File: src/hdl/uart_pkg.sv
package uart_pkg;

   localparam int DATA_BITS = 8;

   typedef logic [DATA_BITS-1:0]   byte_t;
   typedef logic [2*DATA_BITS-1:0] cmd_word_t; // high byte goes out first

   typedef enum logic [2:0] {
      TX_IDLE,
      TX_START,
      TX_DATA,
      TX_PARITY,
      TX_STOP,
      TX_GAP // stop bit of the high byte, then straight on to the low byte
   } tx_state_e;

   typedef enum logic [2:0] {
      RX_IDLE,
      RX_START,
      RX_DATA,
      RX_PARITY,
      RX_STOP
   } rx_state_e;

   // bit that makes the total count of ones odd
   function automatic logic odd_parity(input byte_t data);
      return ~^data;
   endfunction

endpackage
File: src/hdl/uart_cmd_link.sv
`timescale 1ns/1ns

module uart_cmd_link #(
   parameter int CLKS_PER_BIT = 16
) (
   input  logic                clk,
   input  logic                rst_n,
   input  uart_pkg::cmd_word_t cmd_in,
   input  logic                cmd_vld,
   output logic                cmd_rdy,
   output logic                tx,
   input  logic                rx,
   output uart_pkg::byte_t     read_data,
   output logic                read_rdy,
   output logic                parity_err,
   output logic                frame_err
);

   logic tx_bit_start;
   logic tx_bit_done;
   logic rx_bit_start;
   logic rx_half;
   logic rx_bit_stop;
   logic rx_bit_tick;

   uart_cmd_tx u_tx (
      .clk       (clk),
      .rst_n     (rst_n),
      .cmd_in    (cmd_in),
      .cmd_vld   (cmd_vld),
      .cmd_rdy   (cmd_rdy),
      .bit_start (tx_bit_start),
      .bit_tick  (tx_bit_done),
      .tx        (tx)
   );

   // the transmit side always counts full periods and never halts
   uart_bit_timer #(.CLKS_PER_BIT(CLKS_PER_BIT)) u_tx_timer (
      .clk   (clk),
      .rst_n (rst_n),
      .start (tx_bit_start),
      .half  (1'b0),
      .stop  (1'b0),
      .tick  (tx_bit_done)
   );

   uart_byte_rx u_rx (
      .clk        (clk),
      .rst_n      (rst_n),
      .rx         (rx),
      .bit_start  (rx_bit_start),
      .half       (rx_half),
      .bit_stop   (rx_bit_stop),
      .bit_tick   (rx_bit_tick),
      .read_data  (read_data),
      .read_rdy   (read_rdy),
      .parity_err (parity_err),
      .frame_err  (frame_err)
   );

   uart_bit_timer #(.CLKS_PER_BIT(CLKS_PER_BIT)) u_rx_timer (
      .clk   (clk),
      .rst_n (rst_n),
      .start (rx_bit_start),
      .half  (rx_half),
      .stop  (rx_bit_stop),
      .tick  (rx_bit_tick)
   );

endmodule

File: src/hdl/uart_byte_rx.sv
`timescale 1ns/1ns

module uart_byte_rx (
   input  logic            clk,
   input  logic            rst_n,
   input  logic            rx,
   output logic            bit_start,
   output logic            half,
   output logic            bit_stop,
   input  logic            bit_tick,
   output uart_pkg::byte_t read_data,
   output logic            read_rdy,
   output logic            parity_err,
   output logic            frame_err
);
   import uart_pkg::*;

   localparam logic [2:0] LAST_BIT = 3'(DATA_BITS - 1);

   rx_state_e  state;
   logic       rx_meta;
   logic       rx_sync;
   byte_t      shift_q;
   logic       par_bad_q;
   logic [2:0] bit_idx;
   logic       start_edge;

   assign start_edge = (state == RX_IDLE) && !rx_sync;
   assign bit_start  = start_edge;
   assign half       = start_edge; // first sample lands mid start bit

   // halt the timer on a false start and after the stop bit
   assign bit_stop = bit_tick &&
                     (((state == RX_START) && rx_sync) || (state == RX_STOP));

   always_ff @(posedge clk or negedge rst_n) begin
      if (!rst_n) begin
         rx_meta <= 1'b1;
         rx_sync <= 1'b1;
      end else begin
         rx_meta <= rx;
         rx_sync <= rx_meta;
      end
   end

   always_ff @(posedge clk) begin
      if ((state == RX_DATA) && bit_tick) begin
         shift_q <= {rx_sync, shift_q[DATA_BITS-1:1]}; // lsb arrives first
      end
      if ((state == RX_PARITY) && bit_tick) begin
         par_bad_q <= (rx_sync != odd_parity(shift_q));
      end
   end

   always_ff @(posedge clk or negedge rst_n) begin
      if (!rst_n) begin
         state      <= RX_IDLE;
         bit_idx    <= '0;
         read_data  <= '0;
         read_rdy   <= 1'b0;
         parity_err <= 1'b0;
         frame_err  <= 1'b0;
      end else begin
         read_rdy   <= 1'b0;
         parity_err <= 1'b0;
         frame_err  <= 1'b0;
         case (state)
            RX_IDLE: begin
               if (start_edge) begin
                  state <= RX_START;
               end
            end

            RX_START: begin
               if (bit_tick) begin
                  bit_idx <= '0;
                  state   <= rx_sync ? RX_IDLE : RX_DATA; // glitch, not a start bit
               end
            end

            RX_DATA: begin
               if (bit_tick) begin
                  if (bit_idx == LAST_BIT) begin
                     state <= RX_PARITY;
                  end else begin
                     bit_idx <= bit_idx + 3'd1;
                  end
               end
            end

            RX_PARITY: begin
               if (bit_tick) begin
                  state <= RX_STOP;
               end
            end

            RX_STOP: begin
               if (bit_tick) begin
                  state <= RX_IDLE;
                  if (par_bad_q) begin
                     parity_err <= 1'b1; // wins over a bad stop bit
                  end else if (!rx_sync) begin
                     frame_err <= 1'b1;
                  end else begin
                     read_rdy  <= 1'b1;
                     read_data <= shift_q;
                  end
               end
            end

            default: begin
               state <= RX_IDLE;
            end
         endcase
      end
   end

endmodule

File: src/hdl/uart_cmd_tx.sv
`timescale 1ns/1ns

module uart_cmd_tx (
   input  logic                clk,
   input  logic                rst_n,
   input  uart_pkg::cmd_word_t cmd_in,
   input  logic                cmd_vld,
   output logic                cmd_rdy,
   output logic                bit_start,
   input  logic                bit_tick,
   output logic                tx
);
   import uart_pkg::*;

   localparam logic [2:0] LAST_BIT = 3'(DATA_BITS - 1);

   tx_state_e  state;
   cmd_word_t  cmd_q;
   logic       byte_hi;
   logic [2:0] bit_idx;
   byte_t      cur_byte;
   logic       accept;

   assign cmd_rdy  = (state == TX_IDLE);
   assign accept   = cmd_vld && cmd_rdy; // cmd_vld outside idle is dropped
   assign cur_byte = byte_hi ? cmd_q[DATA_BITS +: DATA_BITS] : cmd_q[0 +: DATA_BITS];

   // restart the period on every bit boundary except after the final stop bit
   assign bit_start = accept ||
                      (bit_tick && (state != TX_IDLE) && (state != TX_STOP));

   always_ff @(posedge clk) begin
      if (accept) begin
         cmd_q <= cmd_in;
      end
   end

   always_ff @(posedge clk or negedge rst_n) begin
      if (!rst_n) begin
         state   <= TX_IDLE;
         byte_hi <= 1'b0;
         bit_idx <= '0;
         tx      <= 1'b1;
      end else begin
         case (state)
            TX_IDLE: begin
               if (accept) begin
                  byte_hi <= 1'b1;
                  tx      <= 1'b0; // start bit of the high byte
                  state   <= TX_START;
               end
            end

            TX_START: begin
               if (bit_tick) begin
                  bit_idx <= '0;
                  tx      <= cur_byte[0];
                  state   <= TX_DATA;
               end
            end

            TX_DATA: begin
               if (bit_tick) begin
                  if (bit_idx == LAST_BIT) begin
                     tx    <= odd_parity(cur_byte);
                     state <= TX_PARITY;
                  end else begin
                     bit_idx <= bit_idx + 3'd1;
                     tx      <= cur_byte[bit_idx + 3'd1];
                  end
               end
            end

            TX_PARITY: begin
               if (bit_tick) begin
                  tx    <= 1'b1;
                  state <= byte_hi ? TX_GAP : TX_STOP;
               end
            end

            TX_GAP: begin
               if (bit_tick) begin
                  byte_hi <= 1'b0;
                  tx      <= 1'b0; // low byte starts with no idle bit between
                  state   <= TX_START;
               end
            end

            TX_STOP: begin
               if (bit_tick) begin
                  state <= TX_IDLE;
               end
            end

            default: begin
               tx    <= 1'b1;
               state <= TX_IDLE;
            end
         endcase
      end
   end

endmodule

File: src/hdl/uart_bit_timer.sv
`timescale 1ns/1ns

module uart_bit_timer #(
   parameter int CLKS_PER_BIT = 16
) (
   input  logic clk,
   input  logic rst_n,
   input  logic start,
   input  logic half,
   input  logic stop,
   output logic tick
);

   localparam int CW = $clog2(CLKS_PER_BIT);
   localparam logic [CW-1:0] FULL_LOAD = CW'(CLKS_PER_BIT - 1);
   localparam logic [CW-1:0] HALF_LOAD = CW'(CLKS_PER_BIT / 2 - 1);

   logic [CW-1:0] cnt;
   logic          running;

   assign tick = running && (cnt == '0); // last cycle of the period

   always_ff @(posedge clk or negedge rst_n) begin
      if (!rst_n) begin
         cnt     <= '0;
         running <= 1'b0;
      end else if (start) begin
         cnt     <= half ? HALF_LOAD : FULL_LOAD; // half period centres the samples
         running <= 1'b1;
      end else if (stop) begin
         cnt     <= '0;
         running <= 1'b0;
      end else if (running) begin
         if (cnt == '0) begin
            cnt <= FULL_LOAD;
         end else begin
            cnt <= cnt - 1'b1;
         end
      end
   end

endmodule

File: config.mk
export PLATFORM = sky130hd
export DESIGN_NAME = uart_cmd_link
export DESIGN_NICKNAME = d
export VERILOG_FILES = /design/src/hdl/uart_pkg.sv /design/src/hdl/uart_cmd_link.sv /design/src/hdl/uart_byte_rx.sv /design/src/hdl/uart_cmd_tx.sv /design/src/hdl/uart_bit_timer.sv
export SDC_FILE = /design/constraint.sdc
export NUM_CORES = 1
export LEC_CHECK = 0
export BUFFER_PORTS_ARGS = -buffer_cell sky130_fd_sc_hd__buf_4
export CORE_MARGIN = 10
export CORE_UTILIZATION = 50
export DETAILED_ROUTE_END_ITERATION = 8
export PLACE_DENSITY = 0.82
export RECOVER_POWER = 25
export SLEW_MARGIN = 20
export SYNTH_ARGS = -nofsm -noshare
export SYNTH_HDL_FRONTEND = slang
export SYNTH_HIERARCHICAL = 1
export SYNTH_SLANG_ARGS = --single-unit
File: constraint.sdc
create_clock -name clk -period 2.1 [get_ports clk]
set_clock_uncertainty 0.2 [all_clocks]
set_input_delay 0 -clock clk [delete_from_list [all_inputs] [get_ports clk]]
set_output_delay 0 -clock clk [all_outputs]
set_load 0.1 [all_outputs]
; Word level (Yosys, flattened, before mapping)
; Index checks and enable logic that the tools add are counted.
[totals]
output_inout_bits = 13
elab_cells = 142
input_bits = 20
register_bits = 62
[op_classes]
n_eq_ne = 28
magnitude_cmp = 1
mux = 55
n_reduce_logical = 33
n_addsub = 4
bitwise_logic = 2
[ops]
columns = operator, count
row1 = 3-bit two-way mux, 17
row2 = 4-bit two-way mux, 7
row3 = 1-bit two-way mux, 22
row4 = "2-bit by 1-bit != test with 1-bit output, second input constant", 10
row5 = 3-bit one-hot mux with 6 select lines, 1
row6 = 8-bit XNOR reduction, 2
row7 = "3-bit == test, second input constant", 5
row8 = 3-bit one-hot mux with 5 select lines, 1
row9 = "3-bit by 2-bit == test with 1-bit output, second input constant", 4
row10 = 3-bit one-hot mux with 2 select lines, 2
row11 = 4-bit AND reduction, 3
row12 = 6-bit AND reduction, 2
row13 = 1-bit logical AND, 10
row14 = "2-bit != test, second input constant", 5
row15 = 2-bit nonzero test, 5
row16 = 4-bit logical NOT, 2
row17 = 8-bit two-way mux, 1
row18 = "4-bit by 1-bit subtractor with 4-bit output, second input constant", 2
row19 = 7-bit AND reduction, 1
row20 = "3-bit by 1-bit adder with 3-bit output, second input constant", 2
row21 = "3-bit by 1-bit == test with 1-bit output, second input constant", 2
row22 = 3-bit logical NOT, 2
row23 = 1-bit one-hot mux with 6 select lines, 1
row24 = 3-bit nonzero test, 2
row25 = other kinds (10), 12

; Depth between registers and ports, before layout
; Gate-level depths: netlist of run 1.
[logic_depth]
ltp_word = 6
mapped_depth = 10
mapped_depth_nobuf = 9

; Cells and area by module
; The synthesis of run 1 kept the hierarchy.
[modules_own_cells]
columns = module, seq_area_each_um2, n_inst, cells_per_inst, area_per_inst_um2
row1 = uart_cmd_tx, 681.9, 1, 98, 1291.2
row2 = uart_byte_rx, 748.2, 1, 79, 1189.9
row3 = uart_bit_timer, 125.1, 2, 33, 302.8
row4 = uart_cmd_link, 0.0, 1, 1, 3.8

; Worst setup path after synthesis of run 1
; OpenSTA, ideal clock, no wires.
[synth_path]
path_kind = register -> output
startpoint = register u_tx.state[1]
endpoint = output cmd_rdy
path_stages_with_launch = 3
required_time_ns = 1.900
slack_ns = -0.739
arrival_ns = 2.639
n_path_buf = 1
path_cell_list = dfrtp_1 -> buf_2 -> nor3_1
[synth_between]
elab_chain_len = 1
[synth_rtl]
columns = element, line
row1 = "start, declared", uart_cmd_tx.sv:17  ; tx_state_e state;
row2 = "start signal, assigned", uart_cmd_tx.sv:77  ; state <= byte_hi ? TX_GAP : TX_STOP;
row3 = 3-bit logical NOT, uart_cmd_tx.sv:24  ; assign cmd_rdy = (state == TX_IDLE);
row4 = "end, declared", uart_cmd_link.sv:10  ; output logic cmd_rdy,
; Every way passes these cells.

; Worst setup path in the final report of run 1
[layout_path]
startpoint = register u_rx_timer.cnt[1]
endpoint = register u_rx.read_data[0]
[layout_between]
elab_chain_len = 3
[layout_rtl]
columns = element, line
row1 = "start, declared", uart_bit_timer.sv:18  ; logic [CW-1:0] cnt;
row2 = "start signal, assigned", uart_bit_timer.sv:28  ; cnt <= half ? HALF_LOAD : FULL_LOAD;
row3 = "start signal, assigned", uart_bit_timer.sv:37  ; cnt <= cnt - 1'b1;
row4 = 4-bit logical NOT, uart_bit_timer.sv:21  ; assign tick = running && (cnt == '0);
row5 = 1-bit logical AND, uart_bit_timer.sv:21
row6 = via rx_bit_tick, uart_cmd_link.sv:24  ; logic rx_bit_tick;
row7 = 4-bit AND reduction (no source line), --
row8 = "end signal, assigned", uart_byte_rx.sv:106  ; read_data <= shift_q;
row9 = "end, declared", uart_byte_rx.sv:11  ; output uart_pkg::byte_t read_data,
; The timed path passes the listed nets, and every way through them passes these cells.
; A chain may end at the register's enable or synchronous reset.

==> results of run 1 <==
[logic make-up after synthesis]
kind of cell,after synthesis,synth area share [%]
DFF,62,54.37
and+or+nand+nor,56,11.50
AOI/OAI and AO/OA,52,12.02
buffers and inverters,25,4.049
xor gates and xnor gates,20,6.113
muxes,20,8.583
adders and majority gates,8,3.239
other,1,0.1213
[power groups by stage]
stage | registers (uW) | logic (uW) | clock network [uW]
finish | 1720 | 1800 | 1210
global route | 1760 | 1970 | 1280
CTS | 1710 | 1710 | 1240
detailed placement | 1730 | 1660 | 0
global placement | 1720 | 1610 | 0
floorplan | 1760 | 1190 | 0
[sequential cells by signal, summed over array words and instances, names as in the netlist, 3 cells and up]
register        flops
u_tx/state          3
u_rx_timer/cnt      4
u_rx/read_data      8
u_rx/state          3
u_tx/cmd_q         16
u_rx/shift_q        8
u_tx/bit_idx        3
u_tx_timer/cnt      4
u_rx/bit_idx        3
[area by class of cell]
cell class	count	area (um2)
Clock buffer	9	123.9
Timing Repair Buffer	80	656.9
Inverter	14	52.55
Tap cell	75	93.84
Clock inverter	7	103.9
Sequential cell	62	1680
Fill cell	413	1877
Multi-Input combinational cell	160	1368
[cell usage in the layout, fill, tap and decap left out, types with 7 or more instances in the layout]
cell,count
a21oi_1,7
buf_4,39
clkbuf_4,16
clkbuf_8,9
dfrtp_1,34
dlygate4sd3_1,20
edfxtp_1,25
ha_1,7
inv_1,12
mux2_4,8
mux2i_1,7
nand2_1,13
nor2_1,12
o21ai_0,9
xnor2_1,9
xor2_1,10
[what timing repair did]
action | in CTS | in global routing
setup endpoints to repair | 10 | 27
buffers inserted | 0 | 4
hold buffers | 21 | 0
endpoints found under the hold margin | 56 | 0
cloned | 0 | 1
resized for setup | 3 | 18
pin swaps | 0 | 3
[worst min path at each step]
stage          start                     endpoint  slack (ns)
2_1_floorplan  rst_n  u_rx/bit_idx[0]$_DFFE_PN0P_       -0.50
3_3_place_gp   rst_n     u_tx/byte_hi$_DFFE_PN0P_       -0.21
3_5_place_dp   rst_n     u_tx/byte_hi$_DFFE_PN0P_       -0.20
4_1_cts           rx       u_rx/rx_meta$_DFF_PN1_        0.09
5_1_grt           rx       u_rx/rx_meta$_DFF_PN1_        0.13
6_report          rx       u_rx/rx_meta$_DFF_PN1_        0.13
[stage by stage]
step / TNS (ns) / instance area [um2] / util [%] / total power [uW]
after floorplan: -0.8974 / 3117 / - / 2951
after global placement: 0 / 3555 / 59.68 / 3322
after detailed placement: -0.02221 / 3555 / 59.68 / 3385
after CTS: 0 / 4010 / 67.33 / 4656
after global routing: -0.6851 / 4079 / 68.49 / 5006
final: -0.08438 / 4079 / 68.49 / 4734
[layer usage]
metal  up-vias  share of wire (%)
met5         -                  0
met1      1075                 41
met2        59                 51
met4         0                3.2
li1       1045                  -
met3        19                4.2
[worst max-delay path, cell delays in order (launching register included)]
cell,delay (ns)
dfrtp_1,0.39
inv_2,0.08
ha_4,0.13
nor2b_4,0.14
and2_4,0.16
nand2b_4,0.07
nor4b_4,0.33
buf_4,0.21
mux2_4,0.30
==> summary.md, run 1 <==
| Metric | Value |
|---|---|
| Synth Register Bits | 62 |
| Vias per inst | 5.400 |
| Synth Cell Area | 3090 um2 |
| Max-slew headroom at the worst pin | 47.35% |
| Worst reg2reg path startpoint | u_rx_timer/cnt[1]$_DFFE_PN0P_ |
| Biggest area consumer among synthesized cells | dfrtp_1 |
| Met1 GRT Util | 15.86% |
| Full die area | ~9700 um2 |
| Clock network power share | 25.7% |
| Worst Slack Setup Final | -0.02161 ns |
| Initial Util | 51.89% |
| Hold Vio Cnt, Final | 0 |
| Final WL | 6841 um |
| Sequential cell fraction of total power | 36.4% |
| Violated checks | negative setup slack |
| Main synth FF type | dfrtp_1 |
| Global-route wire length before repair | 11,120 um |
| Mean Syn Cell Area | about 13 um2 |
| Psw | 1684 uW |
| Least-Margin Pin Slew | between 0.7 and 0.8 ns |
| EDFF count, synth | 25 |
| Worst EP arrival | 2.16 ns |
| CP Max Fanout | 4 |
| Post-synth cell types | 54 |
| Status | finished with violations |
| Post-synth ARST share | between 50% and 60% |
| Synth area leaders | dfrtp_1, edfxtp_1, mux2_2, ha_1, xor2_1 |
| GR peak layer | met2 |
| Fin cells | roughly 400 |
| Clock transition at path regs | 0.08 ns |
| Clk sink count | between 60 and 70 |
| Estimated wirelength of the detail-placed design | 4276 um |
| Crit path from | u_rx_timer/cnt[1]$_DFFE_PN0P_ |
| Top cells by count, synth | dfrtp_1, edfxtp_1, inv_1 |
| H-tree Lvls | 3 |
| Startpoint types | flop |
| PwrDens | 1161 nW/um2 |
| # Max-Cap Violations | 0 |
| 1st-iter DRT viols | 96 |
| Count leader, synth | dfrtp_1 |
| Synth warn | 6 |
| RSZ-0062 raised after global routing | yes |
| Net Sw Frac | 35.57% |
| Cell row count | 28 |
| P_int | 3050 uW |
| CTS tree | built |
| Register area share after synthesis | 54.37% |
| Peak VDD IR | 0.9245 mV |
| GR Util All Layers | 14.13% |
| Routability cong. | 0.8148 |
| Antenna cells | 0 |
| Reg2Reg Setup Slack | -0.02 ns |
| Core area | 5956 um2 |
| Pin count of the biggest net entering global routing | 35 |
| Total CTS buffers | 9 |
| Antenna viol nets, final | 0 |
| Synth top area share | approximately 28% |
| Die span in y | 98.62 um |
| I/O pin cnt | 33 |
| Clock Path Buffers | 2 |
| Comb power frac | 38.0% |
| WS Path Type | flop to flop |
| Final setup violation count | 7 |
| Crit share post-route | 101.0% |
| Fmax achieved | about 470 MHz |
| Vias in the first global route | between 2k and 2.5k |
| Worst Hold Path Cells | 2 |
| Mapped Cells | 244 |
| Placed cell count | between 300 and 400 |
| Setup crit end | u_rx/read_data[0]$_DFFE_PN0P_ |
| Vias | 2,198 |
| Slew Limit Fails | 0 |
| Hold slack | 0.1323 ns |
| Initial antenna violation count | 0 |
| Worst Setup End Kind | flop |
| Nets@finish | approximately 360 |
| Grt met3 use | around 3.4% |
| Number of remaining DRC errors | 0 |
| GR Util met2 | 23.75% |
| Die width | 98.62 um |
| Area Growth Syn to Fin | 31.98% |
| Avg WL per Cell | about 17 um |
| RR Endpoint | u_rx/read_data[0]$_DFFE_PN0P_ |
| Crit path required time | 2.14 ns |
| Hold Crit Class | primary input to flop |
| Share of cells above drive strength 1 | 33.13% |
| CTS Root Cell | clkbuf_8 |
| Setup slack at placement | -0.01206 ns |
| Grt total ovfl | 0 |
| DR pass1 iterations | 4 |
| Min Tclk post-route | 2.122 ns |
| Buffers on Ports | 32 |
| Clock latency on the worst-skew pair | ~0.35 ns |
| Leakage power | 0.001809 uW |
| R2R depth | 8 |
Note: power is estimated with default switching activity, not from simulation.
==> inputs of run 2 (changes only) <==
--- a/config.mk
+++ b/config.mk
@@ -5,11 +5,11 @@
 export SDC_FILE = /design/constraint.sdc
 export NUM_CORES = 1
 export LEC_CHECK = 0
-export BUFFER_PORTS_ARGS = -buffer_cell sky130_fd_sc_hd__buf_4
 export CORE_MARGIN = 10
 export CORE_UTILIZATION = 50
 export DETAILED_ROUTE_END_ITERATION = 8
-export PLACE_DENSITY = 0.82
+export DONT_BUFFER_PORTS = 1
+export PLACE_DENSITY = 0.78
 export RECOVER_POWER = 25
 export SLEW_MARGIN = 20
 export SYNTH_ARGS = -nofsm -noshare
==> summary.md, run 2 (synthesis gave the netlist of run 1 again) <==
| Metric | Value |
|---|---|
| Status | finished clean |
| Area Growth Syn to Fin | 27.25% |
| RSZ-0062 raised after global routing | yes |
| Share of cells above drive strength 1 | 30.06% (-3.1 points) |
| CTS Root Cell | clkbuf_8 |
| PwrDens | 1165 nW/um2 (+0.35%) |
| Setup slack at placement | -0.05243 ns (-0.04037 ns) |
| Crit share post-route | 97.99% (-3.0 points) |
| Biggest register | u_tx/cmd_q |
| Hold Crit Class | primary input to flop |
| Clock transition at path regs | 0.07 ns (about the same) |
| Vias | 2,187 (-0.50%) |
| Worst Slack Setup Final | 0.04215 ns (+0.06376 ns) |
| Vias in the first global route | 2,366 (+0.47%) |
| Die width | 98.62 um (unchanged) |
| Slowest cell on the critical path | dfrtp_1 |
| GR Util All Layers | 14.39% (+0.25 points) |
| Commonest non-fill, non-tap cell in the layout | buf_4 |
| Detail Route met3 WL | 390 um (+35%) |
| Vias per inst | 5.593 (+3.6%) |
| CTS tree | built |
| Estimated wirelength of the detail-placed design | 4137 um (-3.2%) |
| WS Path Type | flop to flop |
| 1st-iter DRT viols | 150 (+56%) |
| Clock latency on the worst-skew pair | 0.34 ns (about the same) |
| Crit-path leading delay family | simple AND/OR/NAND/NOR gates |
| Pin count of the biggest net entering global routing | 35 (unchanged) |
| Routability cong. | 0.8642 (+6.1%) |
| Leakage power | 0.001720 uW (-4.9%) |
| Nets@finish | 339 (-4.5%) |
| Clock Path Buffers | 2 (unchanged) |
| Peak VDD IR | 0.8870 mV (-4.1%) |
| Worst EP arrival | 2.08 ns (-0.08 ns) |
| Placed cell count | 347 (-4.9%) |
| Final WL | 6803 um (-0.56%) |
| Slew Limit Fails | 0 (unchanged) |
| Top Registers | u_tx/cmd_q: 16 flops, u_rx/read_data: 8 flops, u_rx/shift_q: 8 flops |
| Critical path's largest stage delay | 0.38 ns (about the same) |
| Worst Setup End Kind | flop |
| Highest metal used | met4 |
| Most frequent cells in the layout | buf_4, dfrtp_1, edfxtp_1, dlygate4sd3_1, nand2_1 |
| Least-Margin Pin Slew | 0.8560 ns (+0.06625 ns) |
| I/O pin cnt | 33 (unchanged) |
| DR pass1 iterations | 6 (+2) |
| Antenna viol nets, final | 0 (unchanged) |
| CP Max Fanout | 4 (unchanged) |
| Global-route wire length before repair | 11,340 um (+2.0%) |
| Fin cells | 391 (-3.9%) |
| Buffers on Ports | 0 (-100%) |
| Avg WL per Cell | 17.40 um (+3.5%) |
| Initial Util | 51.89% (unchanged) |
| Die span in y | 98.62 um (unchanged) |
| Grt total ovfl | 0 (unchanged) |
| Final setup violation count | 0 (-7) |
| Largest register FFs | 16 (unchanged) |
| Initial antenna violation count | 0 (unchanged) |
| Max-slew headroom at the worst pin | 42.93% (-4.4 points) |
| Antenna cells | 0 (unchanged) |
| Core area | 5956 um2 (unchanged) |
| Hold Vio Cnt, Final | 0 (unchanged) |
| # Max-Cap Violations | 0 (unchanged) |
| Crit path required time | 2.12 ns (-0.02 ns) |
| Min Tclk post-route | 2.058 ns (-0.06376 ns) |
| CP Cell Sequence | inv_2 > ha_4 > nor2b_4 > and2_4 > nand2b_4 > nor4b_4 > buf_4 > mux2_4 |
| Buf+Inv Stages, Crit Path | 2 (unchanged) |
| Routed metal-1 wirelength | 2637 um (-7.1%) |
| Startpoint types | flop |
| Number of remaining DRC errors | 0 (unchanged) |
| Fmax achieved | 485.9 MHz (+3.1%) |
| Reg2Reg Setup Slack | 0.04 ns (+0.06 ns) |
| H-tree Lvls | 3 (unchanged) |
| Clk sink count | 62 (unchanged) |
| Total CTS buffers | 9 (unchanged) |
| Cell row count | 28 (unchanged) |
| Full die area | 9726 um2 (unchanged) |
| Wire length on met2 | 3662 um (+4.8%) |
==> run 2: power by group <==
| part | internal, uW | switching (uW) |
|---|---|---|
| logic | 872 | 986 |
| clock network | 540 | 445 |
| registers | 1520 | 216 |
==> run 2: through the flow <==
| stage | cell area [um2] | setup TNS (ns) | hold slack (ns) | util, % | total power (uW) |
|---|---|---|---|---|---|
| finish | 3933 | 0 | 0.08396 | 66.03 | 4580 |
| global placement | 3426 | 0 | -0.4944 | 57.52 | 3305 |
| detailed placement | 3426 | -0.4357 | -0.4943 | 57.52 | 3376 |
| floorplan | 3117 | -0.8974 | -0.4956 | - | 2951 |
| CTS | 3904 | -0.05056 | 0.001349 | 65.55 | 4520 |
| global route | 3933 | -0.2536 | 0.07608 | 66.03 | 4866 |
==> run 2: cell type report <==
type	instances	area, um2
clock buffer	11	131.4
clock inverter	5	51.30
fill	433	2023
inverter	14	52.55
multi-input combinational	160	1383
sequential	62	1680
tap	75	93.84
timing repair buffer	64	540.5
==> run 2: worst paths after layout <==
path | to | cells past startpoint | startpoint
worst max-delay path | u_rx/read_data[0]$_DFFE_PN0P_ | 8 | u_rx_timer/cnt[0]$_DFFE_PN0P_
worst min-delay path | u_tx/cmd_q[4]$_DFFE_PP_ | 1 | cmd_in[4]
worst max register to register | u_rx/read_data[0]$_DFFE_PN0P_ | 8 | u_rx_timer/cnt[0]$_DFFE_PN0P_
worst min register to register | u_rx/rx_sync$_DFF_PN1_ | 0 | u_rx/rx_meta$_DFF_PN1_
max in group asynchronous | u_rx/bit_idx[0]$_DFFE_PN0P_ | 3 | rst_n
min in group asynchronous | u_tx/tx$_DFFE_PN1P_ | 2 | rst_n
==> run 2: what timing repair did <==
| action | 4_1_cts | 5_1_grt |
|---|---|---|
| gates cloned | 1 | 0 |
| hold buffers | 22 | 0 |
| pin swaps | 2 | 2 |
| buffers inserted | 3 | 2 |
| gates resized for setup | 9 | 13 |
| endpoints found under the setup margin | 13 | 17 |
| endpoints found under the hold margin | 56 | 0 |
==> run 2: layer usage <==
layer / global-route usage [%] / vias to the layer above
met5: 0 / -
met4: 6.946 / 0
met3: 5.587 / 12
met2: 24.96 / 54
met1: 14.89 / 1109
li1: - / 1012
==> inputs of run 3 (changes only) <==
--- a/config.mk
+++ b/config.mk
@@ -6,10 +6,10 @@
 export NUM_CORES = 1
 export LEC_CHECK = 0
 export CORE_MARGIN = 10
-export CORE_UTILIZATION = 50
+export CORE_UTILIZATION = 45
 export DETAILED_ROUTE_END_ITERATION = 8
 export DONT_BUFFER_PORTS = 1
-export PLACE_DENSITY = 0.78
+export PLACE_DENSITY = 0.72
 export RECOVER_POWER = 25
 export SLEW_MARGIN = 20
 export SYNTH_ARGS = -nofsm -noshare
==> summary.md, run 3 (synthesis gave the netlist of run 1 again) <==
| Metric | Value |
|---|---|
| Antenna viol nets, final | 0 (unchanged) |
| CTS Root Cell | clkbuf_8 |
| Commonest non-fill, non-tap cell in the layout | buf_4 |
| Initial Util | 46.00% (-5.9 points) |
| Worst Setup End Kind | flop |
| Pin count of the biggest net entering global routing | 35 (unchanged) |
| Antenna cells | 0 (unchanged) |
| Avg WL per Cell | 16.15 um (-7.2%) |
| Largest register FFs | 16 (unchanged) |
| Buffers on Ports | 0 (unchanged) |
| Biggest register | u_tx/cmd_q |
| Hold Vio Cnt, Final | 0 (unchanged) |
| H-tree Lvls | 3 (unchanged) |
| Net Sw Frac | 34.98% (-0.98 points) |
| Clock transition at path regs | 0.07 ns (about the same) |
| Routability cong. | 0.9011 (+4.3%) |
| Least-Margin Pin Slew | 0.9227 ns (+0.06669 ns) |
| GR Util All Layers | 12.95% (-1.4 points) |
| Number of remaining DRC errors | 0 (unchanged) |
| CTS tree | built |
| Final setup violation count | 5 (+5) |
| RSZ-0062 raised after global routing | yes |
| Status | finished with violations |
| Fillers | 549 (+27%) |
| P_int | 3037 uW (+3.6%) |
| Clock network power share | 24.3% (+2.8 points) |
| WS Path Type | flop to flop |
| Worst reg2reg path startpoint | u_rx_timer/cnt[1]$_DFFE_PN0P_ |
| Fin Setup TNS | -0.01833 ns (-0.01833 ns) |
| Slew Limit Fails | 0 (unchanged) |
| Clk sink count | 62 (unchanged) |
| Full die area | 10,580 um2 (+8.8%) |
| Buf+Inv Stages, Crit Path | 2 (unchanged) |
| Fmax achieved | 474.8 MHz (-2.3%) |
| Max-slew headroom at the worst pin | 38.49% (-4.4 points) |
| Violated checks | negative setup slack |
| Slowest cell on the critical path | dfrtp_1 |
| Vias | 2,081 (-4.8%) |
| CP Max Fanout | 4 (unchanged) |
| Grt total ovfl | 0 (unchanged) |
| 1st-iter DRT viols | 102 (-32%) |
| Most frequent cells in the layout | buf_4, dfrtp_1, edfxtp_1, dlygate4sd3_1, nand2_1 |
| DR pass1 iterations | 4 (-2) |
| Crit-path leading delay family | simple AND/OR/NAND/NOR gates |
| Psw | 1634 uW (-0.78%) |
| Hold wc startpoint | cmd_in[4] |
| Leakage power | 0.001721 uW (about the same) |
| Crit path from | u_rx_timer/cnt[1]$_DFFE_PN0P_ |
| Worst EP arrival | 2.14 ns (+0.06 ns) |
| Die span in y | 102.9 um (+4.3%) |
| Total CTS buffers | 9 (unchanged) |
| Nets@finish | 338 (-0.29%) |
| Share of cells above drive strength 1 | 29.84% (-0.22 points) |
| Vias per inst | 5.268 (-5.8%) |
| Vias in the first global route | 2,225 (-6.0%) |
| Area Growth Syn to Fin | 27.81% |
| Crit path required time | 2.13 ns (about the same) |
| Critical path's largest stage delay | 0.40 ns (+0.02 ns) |
| PwrDens | 1183 nW/um2 (+1.5%) |
| Sequential cell fraction of total power | 37.0% (-0.9 points) |
| CP Cell Sequence | inv_2 > ha_4 > nor2b_4 > and2_4 > nand2b_4 > nor4b_4 > buf_4 > mux2_4 |
| # Max-Cap Violations | 0 (unchanged) |
| Top Registers | u_tx/cmd_q: 16 flops, u_rx/read_data: 8 flops, u_rx/shift_q: 8 flops |
| I/O pin cnt | 33 (unchanged) |
| Comb power frac | 38.7% (-1.9 points) |
| Clock latency on the worst-skew pair | 0.34 ns (about the same) |
| Startpoint types | flop |
| Final WL | 6378 um (-6.2%) |
| Global-route wire length before repair | 10,490 um (-7.5%) |
| Die width | 102.9 um (+4.3%) |
| Crit share post-route | 100.3% (+2.3 points) |
| Core area | 6719 um2 (+13%) |
| Worst Slack Setup Final | -0.006007 ns (-0.04816 ns) |
| Peak VDD IR | 0.5059 mV (-43%) |
| Cell row count | 30 (+7.1%) |
| Clock Path Buffers | 2 (unchanged) |
| Estimated wirelength of the detail-placed design | 4225 um (+2.1%) |
| Power Total | 4671 uW (+2.0%) |
| Initial antenna violation count | 0 (unchanged) |
| Hold Crit Class | primary input to flop |
| Min Tclk post-route | 2.106 ns (+0.04816 ns) |
| Reg2Reg Setup Slack | -0.006 ns (-0.05 ns) |
## run 3: cell type report
class | count | area [um2] | share of cell area, %
Inverter | 14 | 52.55 | 1.330
Timing Repair Buffer | 63 | 533.0 | 13.49
Sequential cell | 62 | 1680 | 42.54
Tap cell | 80 | 100.1 | 2.534
Clock buffer | 10 | 127.6 | 3.231
Multi-Input combinational cell | 160 | 1369 | 34.65
Clock inverter | 6 | 87.58 | 2.217
## run 3: metal layers
metal  track usage, %  routed length [um]  up-vias
met5                0                   0        -
met4            4.171                  80        0
met3            5.094                 303       11
met2            22.72                3272       40
met1            14.01                2722     1020
li1                 -                   -     1010
## run 3: metrics by stage
| stage | hold slack, ns | instances | util (%) | area (um2) | setup slack [ns] |
|---|---|---|---|---|---|
| finish | 0.08101 | 395 | 58.79 | 3950 | -0.006007 |
| global placement | -0.4943 | 354 | 51.30 | 3447 | 0.001797 |
| detailed placement | -0.4943 | 354 | 51.30 | 3447 | -0.04488 |
| floorplan | -0.4956 | 247 | - | 3117 | -0.1122 |
| global route | 0.06994 | 395 | 58.79 | 3950 | -0.08593 |
| CTS | 0.02552 | 392 | 58.18 | 3909 | 0.009300 |
## run 3: power groups by stage
stage / clock network [uW] / registers [uW] / logic, uW
2_1_floorplan: 0 / 1760 / 1190
3_3_place_gp: 0 / 1720 / 1610
3_5_place_dp: 0 / 1740 / 1670
4_1_cts: 1170 / 1720 / 1750
5_1_grt: 1220 / 1750 / 1980
6_report: 1130 / 1730 / 1810
## run 3: repair_timing
item / in CTS / in global routing
buffers inserted: 0 / 3
hold buffers: 22 / 0
endpoints found under the setup margin: 18 / 15
endpoints found under the hold margin: 56 / 0
gates resized for setup: 4 / 16
pin swaps: 0 / 2
cloned: 0 / 0
## run 3: path summary, 6_finish.rpt
kind	endpoint	depth (start not counted)
setup / recovery	u_rx/read_data[1]$_DFFE_PN0P_	8
hold / removal	u_tx/cmd_q[4]$_DFFE_PP_	1
setup reg to reg	u_rx/read_data[1]$_DFFE_PN0P_	8
hold reg to reg	u_rx/rx_sync$_DFF_PN1_	0
max in group asynchronous	u_rx/parity_err$_DFF_PN0_	3
min in group asynchronous	u_rx/rx_sync$_DFF_PN1_	2
